===== src/common/ramio_pkg.sv =====
/*
  ramio package
  bus types and the i/o address map of the load/store port
*/
package ramio_pkg;

  // client byte address
  typedef logic [31:0] addr_t;

  // client data word
  typedef logic [31:0] data_t;

  // one byte lane of a word
  typedef logic [7:0] byte_t;

  // 0 no read; [1:0] size 01 byte, 10 half, 11 word; [2] sign extend
  typedef logic [2:0] read_type_t;

  // 0 no write; same size encoding as reads
  typedef logic [1:0] write_type_t;

  // led state, 0 is on and 1 is off
  typedef logic [3:0] led_t;

  // led register in the low nibble
  localparam addr_t ADDR_LED = 32'hffff_fffc;

  // uart transmit, reads back the byte in flight
  localparam addr_t ADDR_UART_OUT = 32'hffff_fff8;

  // uart receive, cleared to idle once read
  localparam addr_t ADDR_UART_IN = 32'hffff_fff4;

  // returned by a uart register that holds nothing
  localparam data_t IO_IDLE = 32'hffff_ffff;

endpackage


===== src/ramio/ram_bank.sv =====
/*
  ram bank
  one byte lane of the word ram, synchronous write and registered read
*/
module ram_bank import ramio_pkg::*; #(
  parameter int ADDR_W = 8
) (
  input  logic              clk,
  input  logic              we_i,
  input  logic [ADDR_W-1:0] addr_i,
  input  byte_t             wdata_i,
  output byte_t             rdata_o
);

  // one lane of every word
  byte_t mem [2**ADDR_W];

  always_ff @(posedge clk) begin
    if (we_i) begin
      mem[addr_i] <= wdata_i;
    end
    // read returns the old contents on a same-cycle write
    rdata_o <= mem[addr_i];
  end

endmodule


===== config.mk =====
export PLATFORM = sky130hd
export DESIGN_NAME = ram_bank
export DESIGN_NICKNAME = d
export VERILOG_FILES = /design/src/common/ramio_pkg.sv /design/src/ramio/ram_bank.sv
export SDC_FILE = /design/constraint.sdc
export NUM_CORES = 2
export LEC_CHECK = 0
export ABC_AREA = 1
export BUFFER_PORTS_ARGS = -buffer_cell sky130_fd_sc_hd__buf_2
export CAP_MARGIN = 20
export CORE_MARGIN = 2
export CORE_UTILIZATION = 50
export DETAILED_ROUTE_END_ITERATION = 16
export GPL_TIMING_DRIVEN = 0
export PLACE_DENSITY = 0.65
export SLEW_MARGIN = 20
export SYNTH_ARGS = -nofsm -noshare
export SYNTH_HDL_FRONTEND = slang
export SYNTH_SLANG_ARGS = --single-unit
export TNS_END_PERCENT = 5

===== constraint.sdc =====
create_clock -name clk -period 4 [get_ports clk]
set_clock_uncertainty 0.05 [all_clocks]
set_input_delay 0.4 -clock clk [delete_from_list [all_inputs] [get_ports clk]]
set_output_delay 0.4 -clock clk [all_outputs]
set_load 0.05 [all_outputs]

==> results.json <==
{
  "drc": 0,
  "grt_antenna_before_repair": 16,
  "required_ps": 4420,
  "critPathCaptureType": "register",
  "cts_buffers": 206,
  "post_cts_buffers": 0,
  "cts_max_level": 4,
  "syn_avg_cell_area_um2": 10.6,
  "reg2reg_to": "rdata_o[0]$_DFF_P_",
  "total_power_mw": 46.3,
  "fp.dieArea_um2": 173000,
  "yosys-top-cells-count": "nand2_1 (4770), edfxtp_1 (2048), nor2_1 (361)",
  "reg2regPathDepth": 12,
  "clk_path_buf_depth": 3,
  "tightest_slew_ps": 1220,
  "start_util_pct": 50.2,
  "path_clk_slew_ps": 60,
  "crit_path_start": "addr_i[4]",
  "tns_ps": 0,
  "start_kind": "input pin",
  "io_pins": 26,
  "timing.fmax_mhz": 275,
  "cp_cell_sequence": "buf_2 -> nor2_1 -> clkbuf_1 -> nand2_1 -> clkbuf_1 -> nor2_1",
  "holdWs_ps": 46.9,
  "grt.overflow.total": 0,
  "post-synth-top-count-cell": "nand2_1",
  "r2r_slack_ps": 1730,
  "dieWidth_um": 416,
  "rows": 151,
  "fin_util_pct": 56.4,
  "ant_nets": 0,
  "crit_type": "in -> reg",
  "min_path_type": "in -> reg",
  "ys_seq_area_share_pct": 72.7,
  "first_global_vias": 54000,
  "slew_violations": 0,
  "finalCritPeriodShare_pct": 91.0,
  "ys_top_cells_by_area": "edfxtp_1 (72%), nand2_1 (21%), nor2_1 (1.6%)",
  "ys_ff_latch": 2056,
  "core_area_um2": 169000,
  "synth-async-reset-ratio_pct": 0,
  "grtUsageTotal_pct": 29.3,
  "cts.sink_count": 2056,
  "fin_nets": 8298,
  "yosysWarnings": 0,
  "synth_cell_type_count": 18,
  "gp_congestion": 0.992,
  "p_leak_nw": 37.9,
  "vias_per_cell": 5.39,
  "hpwlAfterDp_um": 175000,
  "ir_drop_v": 0.000482,
  "cp_slowest_stage_delay_ps": 1080,
  "arrival_ps": 4060,
  "ys.flop_type": "edfxtp_1",
  "synth_edf_count": 2048,
  "reg2reg_from": "mem[44][0]$_DFFE_PP_",
  "period_needed_ps": 3640,
  "grt_max_degree": 109,
  "wirelength_um": 255000,
  "slowest_stage": "nor2_1",
  "fp.dieH_um": 416,
  "cts-root-buf": "clkbuf_16",
  "finalSetupViolations": 0,
  "port_buffers": 23,
  "syn-cell-area_um2": 84900,
  "cp_max_fo": 10,
  "drive_gt1_share_pct": 6.52,
  "max_cap_violations": 0,
  "syn_inst": 8021,
  "cp-endpoint": "mem[143][7]$_DFFE_PP_",
  "rsz0062_at_grt": "false",
  "synth.top_cell.area_share_pct": 72.5,
  "synth_top_area_cell": "edfxtp_1",
  "status": "completed",
  "wl_per_cell_um": 23.9,
  "grt_pass1_wl_um": 365000,
  "vias": 57500,
  "slew_headroom_pct": 18.5,
  "synth_nets": 8039,
  "first_pass_iters": 6,
  "hold_viol_final": 0,
  "cts_tree": "yes",
  "area_growth_pct": 12.3,
  "insertion_delay_ps": 870,
  "drt-initial-drc-count": 7016,
  "p_per_area_nw_per_um2": 485
}
## layer usage
| metal | track usage [%] | routed length, um |
|---|---|---|
| met2 | 45.3 | 116000 |
| met4 | 16.1 | 15500 |
| met1 | 39.9 | 102000 |
| met5 | 0 | 8 |
| met3 | 4.97 | 21300 |
## worst min path at each step
| stage | start | endpoint | slack, ps | cells past startpoint |
|---|---|---|---|---|
| after floorplan | wdata_i[0] | mem[0][0]$_DFFE_PP_ | 450 | 0 |
| after global placement | rdata_o[5]$_DFF_P_ | rdata_o[5] | 820 | 1 |
| after detailed placement | wdata_i[5] | mem[31][5]$_DFFE_PP_ | 770 | 1 |
| after CTS | wdata_i[2] | mem[219][2]$_DFFE_PP_ | 30 | 1 |
| after global routing | wdata_i[2] | mem[152][2]$_DFFE_PP_ | 50 | 1 |
| final | wdata_i[2] | mem[155][2]$_DFFE_PP_ | 50 | 1 |
## registers in the layout, indices dropped and copies added, names as in the netlist
name     count
mem       2048
rdata_o      8
## cells by family (layout without fill, tap and decap cells)
logic type	after synthesis	after routing	share of synthesized area [%]
buf+inv	452	882	2.36
other cells	0	8	0
simple gates	5321	5321	23.8
flops	2056	2056	72.7
compound gates	192	192	1.13
## placed cells by master (no fill, tap or decap), types with 7 or more instances in the layout
cell type | Yosys | final
inv_1 | 31 | 31
clkbuf_1 | 170 | 192
nand3_1 | 188 | 188
buf_2 | 182 | 197
diode_2 | 0 | 8
o21ai_0 | 41 | 41
buf_1 | 52 | 52
edfxtp_1 | 2048 | 2048
o21ai_1 | 119 | 119
clkbuf_16 | 0 | 208
dlygate4sd3_1 | 0 | 7
clkbuf_2 | 0 | 8
dfxtp_1 | 8 | 8
buf_6 | 7 | 7
nor2_1 | 361 | 360
clkinv_1 | 0 | 52
nand2_1 | 4770 | 4770
bufinv_16 | 0 | 26
buf_8 | 0 | 8
a21oi_1 | 32 | 32
buf_16 | 0 | 21
clkinv_2 | 0 | 45
## final cells by class
cell class	instances	area, um2
Multi-Input combinational cell	5513	21200
Clock inverter	141	1500
Timing Repair Buffer	51	843
Sequential cell	2056	61700
Inverter	35	136
Buffer	417	1880
Fill cell	14100	73600
Tap cell	2218	2780
Clock buffer	238	5320
Antenna cell	8	20.0
## power breakdown
group          switching, mW  internal, mW
Clock                   8.34          11.2
Sequential            0.0127          23.7
Combinational           2.33         0.623
## critical path: cells and delay by family
kind | cells | cell delay [ps]
buffers and inverters | 3 | 1420
AND/OR/NAND/NOR | 3 | 2210
## per-stage QoR
step	setup slack, ps	cells	area [um2]
2_1_floorplan	1710	8021	84900
3_3_place_gp	-1740	10300	87700
3_5_place_dp	-285	10300	88400
4_1_cts	613	10700	95300
5_1_grt	513	10700	95300
6_report	360	10700	95300
## what timing repair did
action | CTS | global route
resized for setup | 0 | 0
hold endpoints to repair | 314 | 0
hold buffers | 7 | 0
Power figures use the tool's default switching activity.
