==> src/common/ramio_pkg.sv <==
/*
  ramio package
  bus types and the i/o address map of the load/store port
*/
package ramio_pkg;

  // client byte address
  typedef logic [31:0] addr_t;

  // client data word
  typedef logic [31:0] data_t;

  // one byte lane of a word
  typedef logic [7:0] byte_t;

  // 0 no read; [1:0] size 01 byte, 10 half, 11 word; [2] sign extend
  typedef logic [2:0] read_type_t;

  // 0 no write; same size encoding as reads
  typedef logic [1:0] write_type_t;

  // led state, 0 is on and 1 is off
  typedef logic [3:0] led_t;

  // led register in the low nibble
  localparam addr_t ADDR_LED = 32'hffff_fffc;

  // uart transmit, reads back the byte in flight
  localparam addr_t ADDR_UART_OUT = 32'hffff_fff8;

  // uart receive, cleared to idle once read
  localparam addr_t ADDR_UART_IN = 32'hffff_fff4;

  // returned by a uart register that holds nothing
  localparam data_t IO_IDLE = 32'hffff_ffff;

endpackage

==> src/verilog/uart_rx.sv <==
/*
  uart receiver
  8n1 frames, start edge detect, samples every bit at its middle
*/
module uart_rx import ramio_pkg::*; #(
  parameter int CLKS_PER_BIT = 8
) (
  input  logic  clk,
  input  logic  rst_n,
  input  logic  rx_i,
  output logic  valid_o,
  output byte_t data_o
);

  localparam int CNT_W = $clog2(CLKS_PER_BIT + 1);
  localparam int HALF  = CLKS_PER_BIT / 2;

  typedef enum logic [1:0] {
    RX_IDLE,
    RX_START,
    RX_DATA,
    RX_STOP
  } rx_state_t;

  rx_state_t        state;
  logic             rx_meta;
  logic             rx_sync;
  logic             rx_prev;
  logic [CNT_W-1:0] cnt;
  logic [2:0]       bit_idx;
  logic             bit_end;
  logic             half_end;

  assign bit_end  = cnt == CNT_W'(CLKS_PER_BIT - 1);
  assign half_end = cnt == CNT_W'(HALF - 1);

  always_ff @(posedge clk) begin
    if (!rst_n) begin
      rx_meta <= 1'b1;
      rx_sync <= 1'b1;
      rx_prev <= 1'b1;
      state   <= RX_IDLE;
      cnt     <= '0;
      bit_idx <= '0;
      valid_o <= 1'b0;
    end else begin
      // two flop synchronizer, then one more for the edge
      rx_meta <= rx_i;
      rx_sync <= rx_meta;
      rx_prev <= rx_sync;
      valid_o <= 1'b0;
      cnt     <= cnt + 1'b1;
      case (state)
        RX_IDLE: begin
          cnt <= '0;
          if (rx_prev && !rx_sync) begin
            state <= RX_START;
          end
        end
        // recheck start at half a bit, a glitch goes back to idle
        RX_START: if (half_end) begin
          cnt     <= '0;
          bit_idx <= '0;
          state   <= rx_sync ? RX_IDLE : RX_DATA;
        end
        // from here on each bit_end lands mid-bit
        RX_DATA: if (bit_end) begin
          cnt    <= '0;
          data_o <= {rx_sync, data_o[7:1]};
          if (bit_idx == 3'd7) begin
            state <= RX_STOP;
          end else begin
            bit_idx <= bit_idx + 1'b1;
          end
        end
        default: if (bit_end) begin
          // low stop bit is a framing error, byte dropped
          valid_o <= rx_sync;
          state   <= RX_IDLE;
        end
      endcase
    end
  end

endmodule

==> config.mk <==
export PLATFORM = sky130hd
export DESIGN_NAME = uart_rx
export DESIGN_NICKNAME = d
export VERILOG_FILES = /design/src/common/ramio_pkg.sv /design/src/verilog/uart_rx.sv
export SDC_FILE = /design/constraint.sdc
export NUM_CORES = 1
export LEC_CHECK = 0
export ABC_AREA = 1
export BUFFER_PORTS_ARGS = -buffer_cell sky130_fd_sc_hd__buf_4
export CAP_MARGIN = 20
export CORE_UTILIZATION = 45
export DETAILED_ROUTE_END_ITERATION = 16
export GPL_ROUTABILITY_DRIVEN = 0
export GPL_TIMING_DRIVEN = 0
export PLACE_DENSITY = 0.74
export SYNTH_ARGS = -nofsm -noshare
export SYNTH_HDL_FRONTEND = slang
export SYNTH_SLANG_ARGS = --single-unit
==> constraint.sdc <==
create_clock -name clk -period 1.79 [get_ports clk]
set_input_delay 0.0895 -clock clk [delete_from_list [all_inputs] [get_ports clk]]
set_output_delay 0.0895 -clock clk [all_outputs]
set_load 0.02 [all_outputs]
==> metrics <==
critical path arrival=1730 ps; Die ar.=2240 µm²; Placeable Area=1942 µm²; CTS tree=yes; H-tree depth=1; Layout area overhead=16.78%; worst skew pair latency=around 290 ps; global-route wire length before repair=between 2000 and 2500 µm; number of global-route vias before repair=~560; peak supply drop=roughly 630 µV; sequential fraction of the synthesis area=a little over half; largest net degree at the start of global routing=12; Global Route Usage Sum=14.61%; sequential fraction of design power=52.9%; Clk pwr share=between 10% and 20%; worst-path maximum fanout=6; Critical Path Sink Type=flop; worst-margin pin slew=around 360 ps; NumNets Final=130; Multi-input gate area=374.1 µm²; CP startpoint kind=flop; drt first-iter violations=16; Die W=47.33 µm; Final Critical Period=between 1500 and 2000 ps; # setup viols final=0; Worst Path Required=about 2000 ps; synth cell count leaders=20 x nand2_1, 15 x nor2_1, 13 x dfxtp_1, 13 x inv_1, 8 x edfxtp_1; Max Cap Viol=0; top cells by area, synth=dfxtp_1 28%, edfxtp_1 26%, ha_1 9.5%, nand2_1 8.1%, nor2_1 6.1%; Fmax=653.3 MHz; r2r setup slk=~260 ps; Yosys top cell by area=dfxtp_1; Hold Path End=rx_prev; drt total wl=1499 µm; Sw Pwr=roughly 0.36 mW; router iterations before antenna repair=4; Hold Path Depth=2; worst hold path startpoint=rst_n; CP Class=reg2reg; R2R Path End=state[1]; Synth Flop Type=dfxtp_1; DRC Markers=0; DR vias=680; Synth cell types=19; Sw Ratio=32.21%; syn_area_per_cell=8.977 µm²; clk buf depth=2; skew final=1.672 ps; synth warn=0; Via density=approximately 4.7; Sink Count=21; Mapped Area=approximately 900 µm²; Ports=12; final hold viol count=0; Reg area=about 500 µm²; dpl cell area=roughly 1000 µm²; Synth Register Bits=21; hold crit path type=in2reg; PortBufs=11; layout cell share with drive strength beyond 1=20.17%; TritonCTS buffer count=3; WL/cell=slightly above 10 µm; Post-synth EDFFs=8; Crit Reg-Reg Startpoint=state[0]; worst r2r path cells=10; PwrDens=1034 nW/µm²; Root Driver=clkbuf_4; final instance area=1080 µm²; initial antenna violation count=0; Die Ht=approximately 47 µm; Pint=about 0.76 mW; Final Cycle Share=a little under nine tenths; TNS Setup=0 ps; Comb power frac=28.1%; Async SR Flop Fraction=0%; std cell rows=16; status=finished, final reports clean; Rel. slew slack=75.72%; Net Count, Synth=roughly 110; Max Slew Vio Count=0; most common cell in the netlist=nand2_1; Pleak=approximately 0.47 nW; filler instances=between 150 and 200; CTS clock-pin slew for the worst setup and hold paths=100 ps; grt total ovfl=0; ANT nets after route=0; # diodes=0; postcts setup bufs=0; DPL Wire Length=about 1200 µm; Initial Utilization=a little under half; Mapped Cells=~100; Yosys top cell area share=between 20% and 30%; RSZ-0062 raised after global routing=no
-- routing by layer --
metal	track usage [%]	wire [µm]
met2	21.64	721
met4	7.429	12
met1	19.72	713
met3	3.462	51
met5	0	0
-- critical path, stage by stage, from the launching register on --
cell and delay [ps]:
dfxtp_1 390, inv_1 90, ha_1 260, inv_1 190
nor2_1 60, a21oi_1 110, nand2_1 70, nor2_1 130
nand2_1 70, nand2_1 60, nor2_1 30
-- flip-flops by register name, summed over array words and instances (netlist names) --
register,count
rx_meta,1
cnt,4
valid_o,1
state,2
rx_sync,1
rx_prev,1
data_o,8
bit_idx,3
-- power groups by stage --
stage               combinational [mW]  sequential [mW]  clock (mW)
floorplan                        0.256            0.592           0
global placement                 0.302            0.599           0
detailed placement               0.309            0.603           0
CTS                              0.313            0.591       0.224
global route                     0.371            0.601       0.245
finish                           0.314            0.591       0.212
-- cells by family after synthesis --
logic type               count (synthesis)  synth area share, %
adder cells (fa/ha/maj)                  7                9.472
XOR/XNOR                                 1               0.9474
buffers and inverters                   14                5.683
flip-flops                              21                54.13
AO/OA/AOI/OAI                           14                8.119
AND/OR/NAND/NOR                         46                21.65
-- placed cells by master, fill, tap and decap left out --
| master | count |
|---|---|
| a21oi_2 | 1 |
| nand3_2 | 1 |
| nor2_2 | 4 |
| clkbuf_1 | 1 |
| nand3_1 | 3 |
| buf_4 | 11 |
| inv_2 | 1 |
| dfxtp_1 | 13 |
| a31oi_1 | 1 |
| edfxtp_1 | 8 |
| o21ai_0 | 6 |
| nand2_2 | 1 |
| clkbuf_4 | 3 |
| o21ai_1 | 1 |
| ha_1 | 7 |
| dlygate4sd3_1 | 1 |
| inv_1 | 13 |
| a21oi_1 | 5 |
| nor4_1 | 1 |
| nor2_1 | 14 |
| xor2_1 | 1 |
| or2_2 | 2 |
| nand2_1 | 20 |
-- how the worst max path moves through the flow --
stage / slack (ps) / from / endpoint
after floorplan: 260 / cnt[0] / data_o[0]
after global placement: 90 / state[0] / data_o[5]
after detailed placement: 80 / cnt[0] / data_o[6]
after CTS: 60 / cnt[0] / data_o[6]
after global routing: 30 / state[0] / state[1]
final: 260 / state[0] / state[1]
-- what timing repair did --
item                                    4_1_cts  5_1_grt
endpoints found under the setup margin        0        8
gates resized for setup                       0        1
endpoints found under the hold margin         1        0
hold buffers                                  1        0
-- per-stage QoR --
step           setup slack (ps)  power, mW  hold slack [ps]  cells  util (%)
2_1_floorplan             261.2     0.8474            158.4    103         -
3_3_place_gp              85.01     0.9004            282.2    141     53.61
3_5_place_dp              81.99     0.9115            282.9    141     53.61
4_1_cts                   63.77      1.129            15.66    146     55.48
5_1_grt                   26.62      1.217            15.97    146     55.61
6_report                  259.2      1.117            19.75    146     55.61
-- layout make-up --
| type | instances | share of cell area (%) |
|---|---|---|
| timing repair buffer | 12 | 8.575 |
| multi-input combinational | 68 | 34.65 |
| tap | 27 | 3.129 |
| inverter | 14 | 4.867 |
| clock buffer | 4 | 2.433 |
| sequential | 21 | 46.35 |
Power figures use the tool's default switching activity.
