--- config.mk ---
export PLATFORM = sky130hd
export DESIGN_NAME = uart_tx
export DESIGN_NICKNAME = d
export VERILOG_FILES = /design/src/common/ramio_pkg.sv /design/src/verilog/uart_tx.sv
export SDC_FILE = /design/constraint.sdc
export NUM_CORES = 1
export LEC_CHECK = 0
export BUFFER_PORTS_ARGS = -buffer_cell sky130_fd_sc_hd__buf_2
export CAP_MARGIN = 20
export CORE_ASPECT_RATIO = 1.4
export CORE_UTILIZATION = 25
export CTS_BUF_LIST = sky130_fd_sc_hd__clkbuf_8
export CTS_CLUSTER_DIAMETER = 50
export CTS_CLUSTER_SIZE = 28
export DETAILED_ROUTE_END_ITERATION = 10
export GPL_TIMING_DRIVEN = 0
export SLEW_MARGIN = 20
export SYNTH_ARGS = -nofsm -noshare
export SYNTH_HDL_FRONTEND = slang
export SYNTH_SLANG_ARGS = --single-unit
--- constraint.sdc ---
create_clock -name clk -period 6.4 [get_ports clk]
set_clock_uncertainty 0.05 [all_clocks]
set_input_delay 0.64 -clock clk [delete_from_list [all_inputs] [get_ports clk]]
set_output_delay 0.64 -clock clk [all_outputs]
set_load 0.02 [all_outputs]
--- src/common/ramio_pkg.sv ---
/*
  ramio package
  bus types and the i/o address map of the load/store port
*/
package ramio_pkg;

  // client byte address
  typedef logic [31:0] addr_t;

  // client data word
  typedef logic [31:0] data_t;

  // one byte lane of a word
  typedef logic [7:0] byte_t;

  // 0 no read; [1:0] size 01 byte, 10 half, 11 word; [2] sign extend
  typedef logic [2:0] read_type_t;

  // 0 no write; same size encoding as reads
  typedef logic [1:0] write_type_t;

  // led state, 0 is on and 1 is off
  typedef logic [3:0] led_t;

  // led register in the low nibble
  localparam addr_t ADDR_LED = 32'hffff_fffc;

  // uart transmit, reads back the byte in flight
  localparam addr_t ADDR_UART_OUT = 32'hffff_fff8;

  // uart receive, cleared to idle once read
  localparam addr_t ADDR_UART_IN = 32'hffff_fff4;

  // returned by a uart register that holds nothing
  localparam data_t IO_IDLE = 32'hffff_ffff;

endpackage

--- src/verilog/uart_tx.sv ---
/*
  uart transmitter
  8n1 frames, lsb first, one bit every CLKS_PER_BIT cycles
*/
module uart_tx import ramio_pkg::*; #(
  parameter int CLKS_PER_BIT = 8
) (
  input  logic  clk,
  input  logic  rst_n,
  input  logic  start_i,
  input  byte_t data_i,
  output logic  busy_o,
  output logic  tx_o
);

  localparam int CNT_W = $clog2(CLKS_PER_BIT + 1);

  typedef enum logic [1:0] {
    TX_IDLE,
    TX_START,
    TX_DATA,
    TX_STOP
  } tx_state_t;

  tx_state_t        state;
  logic [CNT_W-1:0] cnt;
  logic [2:0]       bit_idx;
  byte_t            shift;
  logic             bit_end;

  // last cycle of the current bit
  assign bit_end = cnt == CNT_W'(CLKS_PER_BIT - 1);
  assign busy_o  = state != TX_IDLE;

  always_ff @(posedge clk) begin
    if (!rst_n) begin
      state   <= TX_IDLE;
      cnt     <= '0;
      bit_idx <= '0;
      tx_o    <= 1'b1;
    end else begin
      cnt <= bit_end || state == TX_IDLE ? '0 : cnt + 1'b1;
      case (state)
        TX_IDLE: if (start_i) begin
          state <= TX_START;
          tx_o  <= 1'b0;
          shift <= data_i;
        end
        TX_START: if (bit_end) begin
          state   <= TX_DATA;
          bit_idx <= '0;
          tx_o    <= shift[0];
          shift   <= shift >> 1;
        end
        TX_DATA: if (bit_end) begin
          if (bit_idx == 3'd7) begin
            state <= TX_STOP;
            tx_o  <= 1'b1;
          end else begin
            bit_idx <= bit_idx + 1'b1;
            tx_o    <= shift[0];
            shift   <= shift >> 1;
          end
        end
        default: if (bit_end) begin
          state <= TX_IDLE;
        end
      endcase
    end
  end

  // ramio must hold off until the frame is done
  a_no_start_busy: assert property (@(posedge clk) disable iff (!rst_n)
    start_i |-> !busy_o);

endmodule

==> flow_summary.yaml <==
run_status:
  outcome: "completed"
cells_and_area:
  utilization_pct: 30.8
  nNetsFinal: 123
  area_growth_pct: 16.6
  num_antenna_cells: 0
  drive_gt1_share_pct: 30.4
  final_cell_mix: "buf_2 (14), dfxtp_1 (10), ha_1 (9)"
  fin_cells: 144
  layout_commonest_cell: "buf_2"
sta:
  setup_tns_ns: 0
  post-route-period-util_pct: 32.6
  slew-limit-headroom_pct: 54.2
  setup_viol_count_final: 0
  drv_slew: 0
  period_needed_ns: 2.09
  whs_ns: 0.406
  rsz0062_at_grt: "false"
  worst_pin_slew_ns: 0.686
  clock.fmax_mhz: 479
  hold_viol: 0
die:
  num_rows: 26
  initial_utilization_pct: 26.5
  die_y_um: 76.1
  die_x_um: 54.9
  pin_count: 13
  core_area_um2: 3710
  dieArea_um2: 4180
global_routing:
  grt_pass1_wl_mm: 2.98
  grt_overflow: 0
  antenna_found_initial: 0
  grt_pass1_vias: 712
  track_usage_pct: 9.70
  grt_start_max_net_pins: 11
setup_path:
  regToRegSetupSlack_ns: 4.31
  rr_startpoint: "state[0]"
  worstPathMaxFanout: 8
  required_ns: 6.24
  critPathLaunchType: "flop"
  path_cells: "inv_1 -> ha_1 -> nor2_1 -> o21ai_1 -> a211oi_2"
  crit_type: "flop to flop"
  startpoint: "state[0]"
  critPathArrivalTime_ns: 1.93
  rr_worst_depth: 5
  crit_slowest_cell: "a211oi_2"
  r2r_end: "shift[6]"
  critical-path-max-stage-delay_ns: 0.56
  critPathCaptureType: "flop"
  cp-endpoint: "shift[6]"
synthesis:
  synth_xor_area_share_pct: 1.79
  ys_seq_elements: 18
  postSynthCellCount: 86
  synth_top_cells_by_area: "edfxtp_1 (24%), dfxtp_1 (20%), ha_1 (11%), mux2_2 (8.0%), nand2b_1 (3.2%)"
  synth_top_family_by_area: "simple AND/OR/NAND/NOR gates"
  synth_fa_ha_area_share_pct: 11.5
  ys_seq_area_share_pct: 44.9
  synth_largest_area_cell: "edfxtp_1"
  synth_mux_area_share_pct: 11.6
  synth_compound_area_share_pct: 13.5
  yosysTopAreaCellShare_pct: 24.5
  ys_warn_count: 0
  synth.distinct_cells: 30
  synth_fp_nets: 106
  synth.avg_cell_area_um2: 11.4
  yosys.area_share.simple_pct: 14.2
  netlist_area_um2: 981
clock_network:
  postCtsResizedCells: 0
  cts_inserted_buffers: 3
  clkSlewWorstSetupHoldPaths_ns: 0.07
  postCtsSetupBuffers: 0
  insertion_delay_ns: 0.25
  cts_tree: "yes"
  hold_buffers: 0
  htreeDepth: 1
  cts.root.buffer_cell: "clkbuf_8"
  cts.sinks: 18
  clock_path_buffers: 2
detailed_routing:
  ant_nets: 0
  routed_wl_mm: 1.71
  vias: 690
  routed_via_density: 4.79
  wl_per_cell_um: 11.9
  first_pass_iters: 4
  dr.first_iter.drc_count: 17
  drc_errors: 0
place:
  port_buffers: 12
  dp.cells: 140
  gp_congestion: 0.759
  dpl.hpwl_mm: 1.31
power_and_ir_drop:
  power_density_nw_per_um2: 376
  power.leakage_nw: 0.457
  irDropWorstVdd_uv: 160
run:
  maxCapViolations: 0
hold_path:
  hold_class: "flop to flop"
## cells by family (layout without fill, tap and decap cells)
kind of cell | Yosys count | count (layout)
compound gates | 15 | 15
xor+xnor | 2 | 2
fa+ha+maj | 9 | 9
buf+inv | 6 | 22
flops | 18 | 18
mux | 10 | 10
simple gates | 26 | 26
## critical path: cells and delay by family, from the launching register on
family / cells / cell delay (ns)
AO/OA/AOI/OAI: 2 / 0.68
flip-flops: 1 / 0.38
adder cells (fa/ha/maj): 1 / 0.29
AND/OR/NAND/NOR: 1 / 0.23
buffers and inverters: 1 / 0.10
## worst min path at each step
stage,slack [ns],cells after the start,end,startpoint
3_5_place_dp,0.40,1,cnt[0],cnt[0]
2_1_floorplan,0.37,1,cnt[0],cnt[0]
5_1_grt,0.43,1,cnt[0],cnt[0]
6_report,0.41,1,cnt[0],cnt[0]
3_3_place_gp,0.38,1,cnt[0],cnt[0]
4_1_cts,0.41,1,cnt[0],cnt[0]
## layout make-up
| type | count | area, µm² |
|---|---|---|
| Tap cell | 42 | 52.6 |
| Clock inverter | 1 | 3.75 |
| Sequential cell | 18 | 440 |
| Fill cell | 411 | 2560 |
| Multi-Input combinational cell | 62 | 520 |
| Inverter | 4 | 15.0 |
| Buffer | 2 | 10.0 |
| Timing Repair Buffer | 12 | 60.1 |
| Clock buffer | 3 | 41.3 |
## flip-flops by register name, indices dropped and copies added, names as in the netlist
signal   flops
shift        8
cnt          4
bit_idx      3
state        2
tx_o         1
## synthesized netlist by cell type
cell / number
a211o_1: 1
a211oi_1: 1
a211oi_2: 1
a22oi_1: 1
and3b_2: 1
buf_2: 2
dfxtp_1: 10
edfxtp_1: 8
ha_1: 9
inv_1: 4
mux2_2: 7
mux2_4: 1
mux2i_1: 2
nand2_1: 5
nand2b_1: 5
nand3_1: 5
nand3b_1: 2
nor2_1: 5
nor2b_1: 1
nor3b_1: 1
o211ai_1: 3
o211ai_2: 2
o21ai_1: 1
o21ba_2: 1
o21bai_1: 1
o221ai_1: 1
o2bb2ai_1: 2
or3_1: 1
xnor2_1: 1
xor2_1: 1
## metrics by stage
stage          worst slack (ns)  power (W)  cell area, µm²
3_5_place_dp               3.88   0.000350            1090
5_1_grt                    4.16   0.000459            1140
2_1_floorplan              4.35   0.000310             981
4_1_cts                    3.84   0.000433            1140
3_3_place_gp               4.01   0.000344            1090
6_report                   4.31   0.000430            1140
## metal layers
metal	global-route usage (%)	wire length, µm
met5	0	0
met1	11.1	736
met2	16.0	891
met3	2.40	49
met4	4.50	35
## power breakdown
| part | leakage [nW] | switching [W] | internal (W) |
|---|---|---|---|
| clock | 0.0231 | 0.0000394 | 0.0000427 |
| combinational | 0.277 | 0.0000993 | 0.0000812 |
| sequential | 0.156 | 0.0000115 | 0.000156 |
| total | 0.457 | 0.000150 | 0.000280 |
No activity file was read; power rests on OpenSTA's default activity.
