[src/common/ramio_pkg.sv]
/*
  ramio package
  bus types and the i/o address map of the load/store port
*/
package ramio_pkg;

  // client byte address
  typedef logic [31:0] addr_t;

  // client data word
  typedef logic [31:0] data_t;

  // one byte lane of a word
  typedef logic [7:0] byte_t;

  // 0 no read; [1:0] size 01 byte, 10 half, 11 word; [2] sign extend
  typedef logic [2:0] read_type_t;

  // 0 no write; same size encoding as reads
  typedef logic [1:0] write_type_t;

  // led state, 0 is on and 1 is off
  typedef logic [3:0] led_t;

  // led register in the low nibble
  localparam addr_t ADDR_LED = 32'hffff_fffc;

  // uart transmit, reads back the byte in flight
  localparam addr_t ADDR_UART_OUT = 32'hffff_fff8;

  // uart receive, cleared to idle once read
  localparam addr_t ADDR_UART_IN = 32'hffff_fff4;

  // returned by a uart register that holds nothing
  localparam data_t IO_IDLE = 32'hffff_ffff;

endpackage

[src/ramio/ramio.sv]
/*
  ramio
  load/store port: decodes i/o addresses, steers writes onto byte lanes,
  extracts and extends read data, holds the led and uart registers
*/
module ramio import ramio_pkg::*; #(
  parameter int RAM_ADDR_W = 8
) (
  input  logic                  clk,
  input  logic                  rst_n,
  input  logic                  req_i,
  input  addr_t                 addr_i,
  input  read_type_t            read_type_i,
  input  write_type_t           write_type_i,
  input  data_t                 wdata_i,
  output data_t                 rdata_o,
  output logic                  rvalid_o,
  output logic [RAM_ADDR_W-1:0] bank_addr_o,
  output logic [3:0]            bank_we_o,
  output byte_t [3:0]           bank_wdata_o,
  input  byte_t [3:0]           bank_rdata_i,
  output led_t                  led_o,
  output logic                  tx_start_o,
  output byte_t                 tx_data_o,
  input  logic                  tx_busy_i,
  input  logic                  rx_valid_i,
  input  byte_t                 rx_data_i
);

  logic is_led;
  logic is_uout;
  logic is_uin;
  logic is_io;
  logic rd_req;
  logic wr_req;
  // transmitter counts as busy from the accepted write until its frame ends
  logic tx_active;
  logic tx_accept;
  data_t io_word;
  data_t rx_reg;

  // request state held for the response cycle
  read_type_t rd_type_q;
  logic [1:0] rd_off_q;
  logic       rd_io_q;
  data_t      io_rdata_q;

  data_t       rd_word;
  byte_t       rd_lane;
  logic [15:0] rd_half;

  assign is_led  = addr_i == ADDR_LED;
  assign is_uout = addr_i == ADDR_UART_OUT;
  assign is_uin  = addr_i == ADDR_UART_IN;
  assign is_io   = is_led | is_uout | is_uin;

  assign rd_req = req_i && read_type_i != '0;
  assign wr_req = req_i && write_type_i != '0;

  // start strobe covers the cycle before uart_tx raises busy
  assign tx_active = tx_start_o | tx_busy_i;
  assign tx_accept = wr_req && is_uout && !tx_active;

  // word address, lane select lives in addr bits 1:0
  assign bank_addr_o = addr_i[RAM_ADDR_W+1:2];

  // replicate data over the lanes, enables pick the ones to write
  always_comb begin
    bank_we_o    = '0;
    bank_wdata_o = wdata_i;
    case (write_type_i)
      2'b01: begin
        bank_wdata_o = {4{wdata_i[7:0]}};
        bank_we_o    = 4'b0001 << addr_i[1:0];
      end
      2'b10: begin
        bank_wdata_o = {2{wdata_i[15:0]}};
        bank_we_o    = addr_i[1] ? 4'b1100 : 4'b0011;
      end
      2'b11: bank_we_o = 4'b1111;
      default: bank_we_o = '0;
    endcase
    // i/o writes never reach the ram
    if (!req_i || is_io) begin
      bank_we_o = '0;
    end
  end

  // i/o read value, sampled with the request
  always_comb begin
    io_word = {28'b0, led_o};
    if (is_uout) begin
      io_word = tx_active ? {24'b0, tx_data_o} : IO_IDLE;
    end else if (is_uin) begin
      io_word = rx_reg;
    end
  end

  always_ff @(posedge clk) begin
    if (!rst_n) begin
      rvalid_o   <= 1'b0;
      led_o      <= '1;
      tx_start_o <= 1'b0;
      rx_reg     <= IO_IDLE;
    end else begin
      rvalid_o   <= rd_req;
      tx_start_o <= tx_accept;
      if (wr_req && is_led) begin
        led_o <= wdata_i[3:0];
      end
      // a fresh byte wins over the clear of a same-cycle read
      if (rx_valid_i) begin
        rx_reg <= {24'b0, rx_data_i};
      end else if (rd_req && is_uin) begin
        rx_reg <= IO_IDLE;
      end
    end
  end

  always_ff @(posedge clk) begin
    if (tx_accept) begin
      tx_data_o <= wdata_i[7:0];
    end
    if (rd_req) begin
      rd_type_q  <= read_type_i;
      rd_off_q   <= addr_i[1:0];
      rd_io_q    <= is_io;
      io_rdata_q <= io_word;
    end
  end

  // banks return their lanes one cycle after the request
  assign rd_word = bank_rdata_i;
  assign rd_lane = bank_rdata_i[rd_off_q];
  assign rd_half = rd_off_q[1] ? rd_word[31:16] : rd_word[15:0];

  always_comb begin
    case (rd_type_q[1:0])
      2'b01:   rdata_o = {{24{rd_type_q[2] & rd_lane[7]}}, rd_lane};
      2'b10:   rdata_o = {{16{rd_type_q[2] & rd_half[15]}}, rd_half};
      default: rdata_o = rd_word;
    endcase
    if (rd_io_q) begin
      rdata_o = io_rdata_q;
    end
  end

  // half words sit on even addresses
  a_half_align: assert property (@(posedge clk) disable iff (!rst_n)
    req_i && (read_type_i[1:0] == 2'b10 || write_type_i == 2'b10) |-> !addr_i[0]);

  // words sit on word boundaries
  a_word_align: assert property (@(posedge clk) disable iff (!rst_n)
    req_i && (read_type_i[1:0] == 2'b11 || write_type_i == 2'b11) |-> addr_i[1:0] == 2'b00);

  a_rd_or_wr: assert property (@(posedge clk) disable iff (!rst_n)
    req_i |-> !(read_type_i != '0 && write_type_i != '0));

endmodule

[config.mk]
export PLATFORM = sky130hd
export DESIGN_NAME = ramio
export DESIGN_NICKNAME = d
export VERILOG_FILES = /design/src/common/ramio_pkg.sv /design/src/ramio/ramio.sv
export SDC_FILE = /design/constraint.sdc
export NUM_CORES = 1
export LEC_CHECK = 0
export CAP_MARGIN = 20
export CORE_AREA = 2 2 79 81
export CTS_CLUSTER_DIAMETER = 100
export CTS_CLUSTER_SIZE = 28
export DETAILED_ROUTE_END_ITERATION = 16
export DIE_AREA = 0 0 81 83
export DONT_BUFFER_PORTS = 1
export PLACE_DENSITY = 0.64
export SYNTH_ARGS = -nofsm -noshare
export SYNTH_HDL_FRONTEND = slang
export SYNTH_SLANG_ARGS = --single-unit
[constraint.sdc]
create_clock -name clk -period 4 [get_ports clk]
set_clock_uncertainty 0.2 [all_clocks]
set_input_delay 0.2 -clock clk [delete_from_list [all_inputs] [get_ports clk]]
set_output_delay 0.2 -clock clk [all_outputs]
set_load 0.05 [all_outputs]
==> results.json, run 1 <==
{
  "syn2layout_area_growth_pct": 11.2,
  "reg2reg_depth": 4,
  "whs_ns": 0.00672,
  "insertion_delay_ns": 0.29,
  "synthArstFlopShare_pct": 0,
  "postPlaceCellArea_mm2": 0.00286,
  "period_needed_ns": 3.06,
  "finalNetCount": 462,
  "port_buffers": 0,
  "ys_seq_area_share_pct": 33.9,
  "cap_violations": 0,
  "layout-drive-gt1-share_pct": 9.33,
  "finalHoldViolations": 0,
  "place.gp.congestion": 0.915,
  "cts-buffers-inserted": 5,
  "core-area_mm2": 0.00582,
  "row_count": 28,
  "synthFlopType": "edfxtp_1",
  "cts_resized": 0,
  "final-setup-viol-count": 0,
  "cp.arrival_ns": 2.66,
  "worstPathRequired_ns": 3.60,
  "regToRegStartpoint": "tx_start_o",
  "slowest_delay_ns": 0.77,
  "die_area_mm2": 0.00672,
  "root_buffer": "clkbuf_8",
  "tns_ns": 0,
  "synth_area_mm2": 0.00293,
  "antenna_found_initial": 0,
  "synth_fp_nets": 458,
  "antenna_left": 0,
  "antenna_cells": 0,
  "avgSynthCellArea_um2": 8.66,
  "clock_sinks": 38,
  "hpwlAfterDp_um": 6640,
  "worstHoldPathType": "input port to register",
  "holdCritStartpoint": "rx_valid_i",
  "cp_cell_sequence": "inv_1, ha_1, nor2_1, o21bai_1, a2bb2oi_1, o21ai_1",
  "pin_count": 204,
  "finalMaxSlewViolations": 0,
  "htreeDepth": 2,
  "grt_max_degree": 35,
  "drt_iter0_markers": 77,
  "leakagePower_nw": 1.32,
  "final_area_mm2": 0.00326,
  "synthCells": 338,
  "cp-end-kind": "output port",
  "yosys_warnings": 0,
  "crit_cells": 6,
  "fmax_mhz": 326,
  "clk_pin_slew_worst_paths_ns": 0.08,
  "synth-edff-count": 23,
  "start_kind": "register",
  "vdd_drop_max_v": 0.000179,
  "grt_pass1_wl_um": 12500,
  "critPathMaxFanout": 12,
  "remaining_drc_errors": 0,
  "seq_area_um2": 991,
  "die_h_um": 83,
  "grt_pass1_vias": 2482,
  "routed_wl_um": 8530,
  "path_class": "register to output port",
  "vias": 2606,
  "start_util_pct": 50.3,
  "finalCritPeriodShare_pct": 76.6,
  "clockBufferDepth": 2,
  "synth-seq-cells": 38,
  "die_w_um": 81,
  "post-cts-setup-buffers": 0,
  "detail_route.wl_per_cell_um": 20.4,
  "crit_start": "rd_type_q[0]",
  "via_per_inst": 6.23,
  "grt_use_total_pct": 23.9,
  "cpLargestDelayFamily": "compound AO/OA/AOI/OAI gates",
  "cts_hold_buf": 27,
  "power_density_mw_per_mm2": 395,
  "cts_tree": "yes",
  "grt_overflow": 0,
  "fin_util_pct": 56.0,
  "tightest_slew_ns": 1.09,
  "run_status": "complete, no violations",
  "cp_slowest_cell": "o21ai_1",
  "slew-limit-headroom_pct": 27.4,
  "multi_input_area_mm2": 0.00167,
  "worstHoldPathCells": 2,
  "fillers": 536,
  "drt-pass1-iter-count": 4,
  "crit_buf_inv": 1,
  "synth.distinct_cells": 47,
  "rsz0062_at_grt": "false"
}
## per-layer routing
metal  part of all wire (%)  global-route usage (%)  up-vias
met3                    6.5                    4.57       12
met5                      0                       0        -
met4                    1.6                    6.47        0
met2                     53                    45.5      131
met1                     38                    26.2     1218
li1                       -                       -     1245
## Yosys cell counts, types with 2 or more instances
| cell type | instances | area, um^2 |
|---|---|---|
| buf_1 | 2 | 7.51 |
| nand2_1 | 40 | 150 |
| mux2_2 | 8 | 90.1 |
| a22o_1 | 8 | 70.1 |
| nand4b_1 | 2 | 17.5 |
| inv_1 | 17 | 63.8 |
| nor3_1 | 7 | 35.0 |
| nand4_1 | 5 | 31.3 |
| nand2b_1 | 6 | 37.5 |
| ha_1 | 6 | 75.1 |
| a21oi_1 | 26 | 130 |
| nor2b_1 | 4 | 25.0 |
| o21ai_0 | 21 | 105 |
| edfxtp_1 | 23 | 691 |
| a211oi_1 | 4 | 30.0 |
| clkbuf_1 | 15 | 56.3 |
| nor2_1 | 20 | 75.1 |
| a21o_1 | 17 | 128 |
| a22oi_1 | 15 | 113 |
| dfxtp_1 | 15 | 300 |
| buf_4 | 17 | 128 |
| or3_1 | 2 | 12.5 |
| o22a_1 | 8 | 70.1 |
| o31ai_1 | 2 | 15.0 |
| mux2i_1 | 7 | 70.1 |
| and2_1 | 4 | 25.0 |
| a2bb2oi_1 | 7 | 61.3 |
| o22ai_1 | 11 | 68.8 |
## final timing paths
kind                 to  slack, ns
min reg2reg   rx_reg[1]       0.28
max reg2reg  tx_start_o       1.95
max          rdata_o[6]       0.94
min           rx_reg[4]      0.007
## area by class of cell
| type | instances | area share (%) |
|---|---|---|
| clock inverters | 1 | 0.115 |
| multi-input cells | 247 | 51.3 |
| inverters | 17 | 1.96 |
| well taps | 75 | 2.88 |
| clock buffers | 7 | 3.65 |
| repair buffers | 33 | 9.68 |
| flip-flops and latches | 38 | 30.4 |
## logic make-up (layout without fill, tap and decap cells)
family	count (synthesis)	count (layout)	share of synthesized area (%)
simple gates	96	96	16.6
flops	38	38	33.9
compound gates	129	129	31.4
buf+inv	53	58	9.28
mux	16	16	6.24
fa+ha+maj	6	6	2.57
## layout by cell type (no fill, tap or decap), types with 6 or more instances in the layout
| cell type | instances |
|---|---|
| nor3_1 | 6 |
| nor2_1 | 20 |
| a22oi_1 | 15 |
| o21ai_1 | 6 |
| o22a_1 | 8 |
| ha_1 | 6 |
| nand2b_1 | 6 |
| o22ai_1 | 11 |
| a22o_1 | 8 |
| dfxtp_1 | 15 |
| nand2_1 | 40 |
| mux2_2 | 8 |
| a21oi_1 | 26 |
| inv_1 | 17 |
| dlygate4sd3_1 | 27 |
| o21ai_0 | 15 |
| buf_4 | 6 |
| mux2i_1 | 7 |
| edfxtp_1 | 23 |
| a2bb2oi_1 | 7 |
| a21o_1 | 17 |
## through the flow
| step | power, mW | setup slack, ns | instances |
|---|---|---|---|
| after floorplan | 0.939 | 1.08 | 338 |
| after global placement | 0.934 | 1.30 | 383 |
| after detailed placement | 0.936 | 1.25 | 383 |
| after CTS | 1.29 | 0.911 | 418 |
| after global routing | 1.33 | 0.735 | 418 |
| final | 1.29 | 0.937 | 418 |
## report_power, final
| part | switching (mW) | internal [mW] | leakage (nW) |
|---|---|---|---|
| clock network | 0.138 | 0.196 | 0.0622 |
| logic | 0.387 | 0.119 | 0.930 |
| registers | 0.0169 | 0.429 | 0.329 |
(Power assumes the default switching activity.)
==> inputs of run 2 (changes only) <==
--- a/config.mk
+++ b/config.mk
@@ -5,14 +5,15 @@
 export SDC_FILE = /design/constraint.sdc
 export NUM_CORES = 1
 export LEC_CHECK = 0
+export ABC_AREA = 1
 export CAP_MARGIN = 20
-export CORE_AREA = 2 2 79 81
+export CORE_AREA = 2 2 78 80
 export CTS_CLUSTER_DIAMETER = 100
 export CTS_CLUSTER_SIZE = 28
 export DETAILED_ROUTE_END_ITERATION = 16
-export DIE_AREA = 0 0 81 83
+export DIE_AREA = 0 0 80 82
 export DONT_BUFFER_PORTS = 1
-export PLACE_DENSITY = 0.64
+export PLACE_DENSITY = 0.75
 export SYNTH_ARGS = -nofsm -noshare
 export SYNTH_HDL_FRONTEND = slang
 export SYNTH_SLANG_ARGS = --single-unit
==> constraint.sdc (replaced) <==
create_clock -name clk -period 2.9 [get_ports clk]
set_clock_uncertainty 0.2 [all_clocks]
set_input_delay 0.145 -clock clk [delete_from_list [all_inputs] [get_ports clk]]
set_output_delay 0.145 -clock clk [all_outputs]
set_load 0.05 [all_outputs]
==> results.json, run 2 <==
{
  "run_status": "complete, no violations",
  "synthArstFlopShare_pct": 0,
  "final-setup-viol-count": 0,
  "clockBufferDepth": 2,
  "remaining_drc_errors": 0,
  "cts-buffers-inserted": 5,
  "cp.arrival_ns": 2.30,
  "die_w_um": 80,
  "cap_violations": 0,
  "final_common_cell": "nand2_1",
  "htreeDepth": 2,
  "synth.distinct_cells": 29,
  "place.gp.congestion": 0.958,
  "yosys_warnings": 0,
  "vias": 3750,
  "grt_pass1_wl_um": 15700,
  "start_kind": "register",
  "start_util_pct": 59.4,
  "leakagePower_nw": 2.10,
  "synth-edff-count": 23,
  "period_needed_ns": 2.65,
  "power.total_mw": 1.77,
  "worstPathRequired_ns": 2.56,
  "clock_sinks": 38,
  "insertion_delay_ns": 0.29,
  "grt_pass1_vias": 3491,
  "synth_top_area_share_pct": 23.1,
  "die_area_mm2": 0.00656,
  "avgSynthCellArea_um2": 5.99,
  "core-area_mm2": 0.00575,
  "cts_tree": "yes",
  "critPathMaxFanout": 25,
  "ys_seq_area_share_pct": 29.1,
  "finalNetCount": 723,
  "detail_route.wl_per_cell_um": 14.6,
  "finalHoldViolations": 0,
  "synth_area_mm2": 0.00341,
  "synth_top_area_cell": "nand2_1",
  "synth_common_cells": "nand2_1, inv_1, nor2_1",
  "rsz0062_at_grt": "false",
  "drt-pass1-iter-count": 4,
  "whs_ns": 0.00519,
  "grt_overflow": 0,
  "routed_wl_um": 9920,
  "yosys-top-cells-area": "nand2_1, edfxtp_1, dfxtp_1",
  "tightest_slew_ns": 0.713,
  "cp-end-kind": "output port",
  "final_area_mm2": 0.00392,
  "finalCritPeriodShare_pct": 91.2,
  "fmax_mhz": 378,
  "synthCells": 569,
  "grt_use_total_pct": 30.4,
  "synth_most_common_cell": "nand2_1",
  "power_density_mw_per_mm2": 453,
  "finalMaxSlewViolations": 0,
  "hpwlAfterDp_um": 7850,
  "port_buffers": 0,
  "antenna_left": 0,
  "root_buffer": "clkbuf_8",
  "postPlaceCellArea_mm2": 0.00359,
  "grt_max_degree": 34,
  "path_class": "register to output port",
  "synthFlopType": "edfxtp_1",
  "slew-limit-headroom_pct": 52.3,
  "worstHoldPathType": "input port to register",
  "layout_common_cells": "nand2_1, inv_1, nor2_1",
  "die_h_um": 82,
  "fin_ws_ns": 0.254,
  "synth_fp_nets": 689,
  "row_count": 28,
  "dpl_worst_slack_ns": 0.609,
  "drt_iter0_markers": 126,
  "synth-seq-cells": 38,
  "layout-drive-gt1-share_pct": 11.9,
  "pin_count": 204,
  "tns_ns": 0,
  "syn2layout_area_growth_pct": 14.8,
  "via_per_inst": 5.52,
  "antenna_cells": 0,
  "post-cts-setup-buffers": 0,
  "antenna_found_initial": 0,
  "clk_pin_slew_worst_paths_ns": 0.07,
  "vdd_drop_max_v": 0.000426
}
## run 2: cells by family after synthesis
kind of cell / Yosys count / synth area share (%)
flip-flops: 38 / 29.1
AND/OR/NAND/NOR: 324 / 40.2
buffers and inverters: 111 / 14.5
AO/OA/AOI/OAI: 90 / 14.0
adder cells (fa/ha/maj): 6 / 2.20
## run 2: repair_timing
action	in CTS	in global routing
endpoints found under the setup margin	0	1
hold buffers	24	0
endpoints found under the hold margin	28	0
resized for setup	0	1
## run 2: path summary, 6_finish.rpt
kind	start	endpoint	slack, ns	cells past startpoint
max	rd_off_q[1]	rdata_o[15]	0.25	9
min	addr_i[2]	led_o[2]	0.005	4
max reg2reg	tx_start_o	tx_data_o[6]	0.99	3
min reg2reg	rx_reg[30]	rx_reg[30]	0.33	4
## run 2: area by class of cell
| class | instances | area, um^2 |
|---|---|---|
| clock buffers | 6 | 72.6 |
| clock inverters | 2 | 8.76 |
| fillers | 525 | 1830 |
| inverters | 73 | 274 |
| multi-input cells | 420 | 1930 |
| flip-flops and latches | 38 | 991 |
| well taps | 75 | 93.8 |
| repair buffers | 65 | 548 |
## run 2: layer usage
layer / wire length [um] / global-route usage (%) / up-vias
li1: - / - / 1854
met1: 3560 / 31.1 / 1664
met2: 4990 / 57.0 / 191
met3: 980 / 8.46 / 41
met4: 389 / 14.9 / 0
met5: 0 / 0 / -
## run 2: power breakdown
part,leakage (nW),internal (mW),total [mW],switching (mW)
combinational,1.73,0.217,0.822,0.605
clock,0.0426,0.165,0.341,0.176
sequential,0.329,0.591,0.611,0.0204
total,2.10,0.972,1.77,0.801
## run 2: worst max-delay path: stages (launching register included)
cell	delay, ns
edfxtp_1	0.79
inv_2	0.18
nand2_1	0.12
nand2_1	0.07
nand3_2	0.07
nand2_1	0.08
nand2_1	0.22
nand3_1	0.10
nand2_1	0.09
nand2_1	0.29
## run 2: metrics by stage
stage	instances	util, %
after floorplan	569	-
after global placement	647	62.5
after detailed placement	647	62.5
after CTS	679	68.1
after global routing	679	68.1
final	679	68.1
